<file path="config.mk">
export PLATFORM = sky130hd
export DESIGN_NAME = scan_register
export DESIGN_NICKNAME = d
export VERILOG_FILES = /design/src/source/testchip_pkg.sv /design/src/source/scan_register.sv
export SDC_FILE = /design/constraint.sdc
export NUM_CORES = 1
export LEC_CHECK = 0
export BUFFER_PORTS_ARGS = -buffer_cell sky130_fd_sc_hd__buf_2
export CORE_AREA = 3 3 495 497
export CTS_BUF_LIST = sky130_fd_sc_hd__clkbuf_8
export DETAILED_ROUTE_END_ITERATION = 12
export DIE_AREA = 0 0 498 500
export GPL_ROUTABILITY_DRIVEN = 0
export GPL_TIMING_DRIVEN = 0
export SETUP_SLACK_MARGIN = 0.5
export SLEW_MARGIN = 20
export SYNTH_ARGS = -nofsm -noshare
export SYNTH_HDL_FRONTEND = slang
export SYNTH_SLANG_ARGS = --single-unit
</file>
<file path="constraint.sdc">
create_clock -name clk -period 2.2 [get_ports clk]
set_clock_uncertainty 0.05 [all_clocks]
set_input_delay 0.22 -clock clk [delete_from_list [all_inputs] [get_ports clk]]
set_output_delay 0.22 -clock clk [all_outputs]
set_load 0.02 [all_outputs]
</file>
<file path="src/source/testchip_pkg.sv">
package testchip_pkg;

	// basic widths of the openram macros on the chip
	localparam int data_width   = 32;
	localparam int addr_width   = 16;
	localparam int wmask_width  = 4;   // one bit per byte of data
	localparam int select_width = 4;
	localparam int max_chips    = 16;  // 2**select_width macros

	// one port command, lsb first:
	// wmask, web, csb, din, addr
	localparam int wmask_lsb = 0;
	localparam int web_bit   = wmask_lsb + wmask_width;  // 4
	localparam int csb_bit   = web_bit + 1;              // 5
	localparam int din_lsb   = csb_bit + 1;              // 6
	localparam int addr_lsb  = din_lsb + data_width;     // 38

	localparam int port_width = addr_lsb + addr_width;   // 54

	// register word, lsb first:
	// port 1, port 0, chip select
	localparam int port0_lsb  = port_width;              // 54
	localparam int select_lsb = 2 * port_width;          // 108

	localparam int total_width = select_lsb + select_width;  // 112

endpackage

</file>
<file path="src/source/scan_register.sv">
module scan_register import testchip_pkg::*; (
	input  logic                    clk,
	input  logic                    resetn,
	input  logic                    gpio_scan_i,   // shift one bit in from gpio_i
	input  logic                    gpio_i,
	input  logic                    la_in_load_i,  // parallel load from the la bus
	input  logic                    capture_i,     // store read data of the selected sram
	input  logic [total_width-1:0]  load_data_i,
	input  logic [data_width-1:0]   sram_dout0_i [max_chips],
	input  logic [data_width-1:0]   sram_dout1_i [max_chips],
	output logic [total_width-1:0]  sram_reg_o,
	output logic [select_width-1:0] chip_select_o
);

	logic [total_width-1:0]  sram_reg;
	logic [select_width-1:0] chip_select;
	logic [data_width-1:0]   read_data0;  // port 0 dout of the selected sram
	logic [data_width-1:0]   read_data1;

	// the select field names the macro that gets the chip select and
	// also the one whose read data is captured
	assign chip_select = sram_reg[select_lsb +: select_width];

	// read mux, registered only on the capture edge
	assign read_data0 = sram_dout0_i[chip_select];
	assign read_data1 = sram_dout1_i[chip_select];

	always_ff @(posedge clk) begin
		if (!resetn) begin
			sram_reg <= '0;
		end else if (gpio_scan_i) begin
			sram_reg <= {sram_reg[total_width-2:0], gpio_i};  // msb leaves on gpio_o
		end else if (la_in_load_i) begin
			sram_reg <= load_data_i;
		end else if (capture_i) begin
			// only the two din fields change, address and control stay
			sram_reg[port0_lsb + din_lsb +: data_width] <= read_data0;
			sram_reg[din_lsb +: data_width]             <= read_data1;
		end
	end

	assign sram_reg_o    = sram_reg;
	assign chip_select_o = chip_select;

	// once out of reset the word stays fully defined
	a_reg_known: assert property (
		@(posedge clk) disable iff (!resetn)
		!$isunknown(sram_reg)
	);

endmodule

</file>
Word level (Yosys, flattened, before mapping)
Index checks and enable logic that the tools add are counted.
- bits in registers: 112
- output and inout port bits: 116
- logic and storage cells: 20
- reductions and logical operators: 2
- muxes and demuxes: 14
- order comparisons: 1
- bitwise operators: 1
- operators by type and width (kind ; count):
    binary-select mux 32 bit (select 4 bit) ; 2
    two-way mux 32 bit ; 8
    two-way mux 112 bit ; 1
    two-way mux 22 bit ; 1
    two-way mux 20 bit ; 1
    two-way mux 6 bit ; 1
    greater-or-equal comparator 5 bit, second input constant ; 1
    NOT 4 -> 5 bit ; 1
    nonzero test 3 bit ; 1
    nonzero test 2 bit ; 1

Depth between registers and ports, before layout
- depth after elaboration: 7
- mapped depth: 8

Worst setup path after synthesis
OpenSTA, ideal clock, no wires.
- path type: register to register
- start: register sram_reg[110] (netlist: sram_reg_o[110])
- end: register sram_reg[72] (netlist: sram_reg_o[72])
- path buffers: 3
- clock period less this slack: 2017 ps
- path slack: 183 ps
- cell stages (with the launch flop): 8
- arrival time: 1850 ps
- data required time: 2033 ps
- cell sequence: dfxtp_1 buf_2 buf_2 buf_1 mux4_2 mux2i_1 nand2_1 a22o_1
- cells in the longest elaborated chain, start to end: 7
- RTL lines (what ; line ; text):
    from (decl) ; scan_register.sv:15 ; logic [total_width-1:0] sram_reg;
    from (signal assigned) ; scan_register.sv:32 ; sram_reg <= {sram_reg[total_width-2:0], gpio_i};
    from (signal assigned) ; scan_register.sv:34 ; sram_reg <= load_data_i;
    from (signal, indexed assignment) ; scan_register.sv:37 ; sram_reg[port0_lsb + din_lsb +: data_width] <= read_data0;
    NOT 4 -> 5 bit (not written as such) ; scan_register.sv:25 ; assign read_data0 = sram_dout0_i[chip_select];
    binary-select mux 32 bit (select 4 bit) ; scan_register.sv:25 ;
    two-way mux 32 bit (not written as such) (2 in series) ; scan_register.sv:25 ;
    two-way mux 32 bit ; scan_register.sv:35 ; end else if (capture_i) begin
    two-way mux 32 bit ; scan_register.sv:33 ; end else if (la_in_load_i) begin
    two-way mux 112 bit ; scan_register.sv:31 ; end else if (gpio_scan_i) begin
No other way between the ends. The select of a mux whose other input is x is not followed.
A chain may end at the register's enable or synchronous reset.

Worst setup path in the final report
- start: register sram_reg[109] (netlist: sram_reg_o[109])
- end: register sram_reg[75] (netlist: sram_reg_o[75])
The elaborated chain is that of the path after synthesis.

==> flow_summary.json <==
{
  "status": "finished with violations",
  "violations": "setup timing",
  "worst_slew_pin_slew_ns": 0.970,
  "area_delta_synth_final_pct": 122,
  "drc_errors": 0,
  "syn-cell-area_um2": 13400,
  "clk_pin_slew_ns": 0.18,
  "synth-async-reset-ratio_pct": 0,
  "die_area_um2": 249000,
  "grt_antenna_before_repair": 374,
  "vdd_ir_drop_max_uv": 301,
  "avgSynthCellArea_um2": 12.0,
  "cts_buffers": 9,
  "final_common_cell": "buf_2",
  "routedWlPerCell_um": 42.6,
  "ys_seq_area_share_pct": 16.7,
  "grt_setup_unrepaired": "true",
  "root_buffer": "clkbuf_8",
  "wl_met1_um": 91500,
  "overflow": 0,
  "worstPathMaxFanout": 8,
  "core_um2": 241000,
  "ant_nets": 0,
  "largest_reg_flops": 112,
  "avgViaCountPerCell": 3.43,
  "portBuffers": 1256,
  "p_comb_share_pct": 62.9,
  "ioPinCount": 1258,
  "ys_seq_elements": 112,
  "max_freq_mhz": 403,
  "hold_viol_final": 0,
  "nNetsFinal": 3793,
  "hp-class": "primary input to flop",
  "slew_viol_final": 0,
  "grt_pass1_wl_um": 298000,
  "synth_fp_nets": 2262,
  "final_cell_mix": "buf_2 (1227), mux4_2 (256), dlygate4sd3_1 (160)",
  "worst_slack_ns": -0.284,
  "slowest_delay_ns": 0.53,
  "highest_layer": "met5",
  "drive_above_1_share_pct": 71.2,
  "intPower_mw": 6.04,
  "yosysWarnings": 0,
  "clk_path_buf_depth": 2,
  "dr.pass1.iters": 5,
  "min_period_ns": 2.48,
  "leakage_nw": 11.8,
  "maxCapViolations": 0,
  "die_x_um": 498,
  "p_switching_mw": 5.40,
  "wl_met2_um": 125000,
  "vias": 20849,
  "yosysTopAreaCell": "mux4_2",
  "swShare_pct": 47.2,
  "htreeDepth": 3,
  "start_util_pct": 5.58,
  "fin_crit_sh_pct": 113,
  "yosys.area.top_type_share_pct": 42.9,
  "p_total_mw": 11.4,
  "setup_viol": 64,
  "crit_required_ns": 2.69,
  "power_density_nw_per_um2": 384,
  "worstSetupEndpointType": "flop",
  "tritoncts": "yes",
  "synthCells": 1120,
  "grt_usage_pct": 20.0,
  "grt_max_degree": 25,
  "die_h_um": 500,
  "ys_types": 22,
  "worstSkewPairLatency_ns": 0.62,
  "cp-start-kind": "flop",
  "worstPathArrival_ns": 2.98,
  "synthTopCellsByArea": "mux4_2 (43%), dfxtp_1 (17%), mux2i_1 (13%), a211oi_1 (7.0%), a22o_1 (4.1%)",
  "drt_iter0_markers": 1512,
  "hold_ws_ns": 0.0714,
  "cts.sinks": 112,
  "crit_slowest_cell": "mux4_2",
  "path_class": "flop to flop",
  "relSlewSlack_pct": 35.4,
  "wl_um": 259000,
  "crit_chain": "buf_12 > buf_12 > buf_16 > buf_16 > buf_4 > mux4_2 > mux2i_4 > nand2_2 > a22o_1",
  "synth-edff-count": 0,
  "placementRows": 180,
  "seqPwrFrac_pct": 21.2,
  "first_global_vias": 19792,
  "dp_hpwl_um": 232000,
  "clkPwrFrac_pct": 15.9,
  "ys.flop_type": "dfxtp_1",
  "wl_met3_um": 27600
}
Yosys cell counts, types with 9 or more instances:
cell / count
buf_2: 44
clkbuf_1: 60
mux4_2: 256
a211oi_1: 126
a22o_1: 63
mux2i_1: 175
buf_1: 9
o21ai_0: 64
buf_6: 26
nand2_1: 113
dfxtp_1: 112
buf_4: 14
o211a_1: 48
cell type report:
type                            count  area (µm²)
Buffer                            153        1710
Timing Repair Buffer             1520        9560
Fill cell                       27715      211000
Sequential cell                   112        2300
Clock buffer                        9         124
Clock inverter                      7        98.8
Multi-Input combinational cell    854       11400
Inverter                            1        3.75
Tap cell                         3185        3990
Antenna cell                      239         598
per-stage QoR:
step / TNS, ns / worst slack (ns) / instances / util (%) / area, µm²
final: -11.11 / -0.284 / 6080 / 12.4 / 29800
after global routing: -16.43 / -0.333 / 6014 / 12.3 / 29600
after CTS: -15.38 / -0.365 / 5811 / 11.8 / 28500
after detailed placement: -104.55 / -1.88 / 5567 / 10.0 / 24100
after global placement: -160.08 / -2.05 / 5561 / 9.93 / 23900
after floorplan: 0 / 0.366 / 1120 / - / 13600
power by group through the flow:
stage | logic [mW] | registers, mW | clock network (mW)
final | 7.20 | 2.42 | 1.82
after global routing | 7.56 | 2.45 | 2.02
after CTS | 7.16 | 2.43 | 2.00
after detailed placement | 5.86 | 2.47 | 0
after global placement | 5.75 | 2.47 | 0
after floorplan | 2.23 | 2.56 | 0
what timing repair did:
item / in CTS / in global routing
pin swaps: 27 / 26
hold buffers: 160 / 0
setup buffers: 62 / 28
endpoints found under the hold margin: 102 / 0
setup endpoints to repair: 164 / 84
gates cloned: 6 / 2
gates resized for setup: 407 / 62
metal layers:
| metal | GRT usage (%) | vias to the layer above |
|---|---|---|
| met5 | 0 | - |
| met4 | 9.80 | 176 |
| met3 | 8.88 | 708 |
| met2 | 34.1 | 1795 |
| met1 | 20.9 | 10043 |
| li1 | - | 8127 |
logic make-up (layout without fill, tap and decap cells):
| group | count (synthesis) | after routing | share of synthesized area, % |
|---|---|---|---|
| flops | 112 | 112 | 16.7 |
| compound gates | 304 | 304 | 17.3 |
| other cells | 0 | 239 | 0 |
| buf+inv | 154 | 1690 | 6.56 |
| mux | 431 | 431 | 56.0 |
| simple gates | 119 | 119 | 3.53 |
critical path, delay by kind of cell, from the launching register on:
family	cells	cell delay, ns
muxes	2	0.80
and+or+nand+nor	1	0.15
DFF	1	0.45
buffers and inverters	5	0.70
AOI/OAI and AO/OA	1	0.22
final timing paths:
| kind | start | to | slack (ns) | cells after the start |
|---|---|---|---|---|
| min reg2reg | sram_reg_o[9] | sram_reg_o[9] | 0.47 | 1 |
| max | sram_reg_o[109] | sram_reg_o[75] | -0.28 | 9 |
| min | load_data_i[6] | sram_reg_o[6] | 0.07 | 4 |
| max reg2reg | sram_reg_o[109] | sram_reg_o[75] | -0.28 | 9 |
Power figures use the tool's default switching activity.
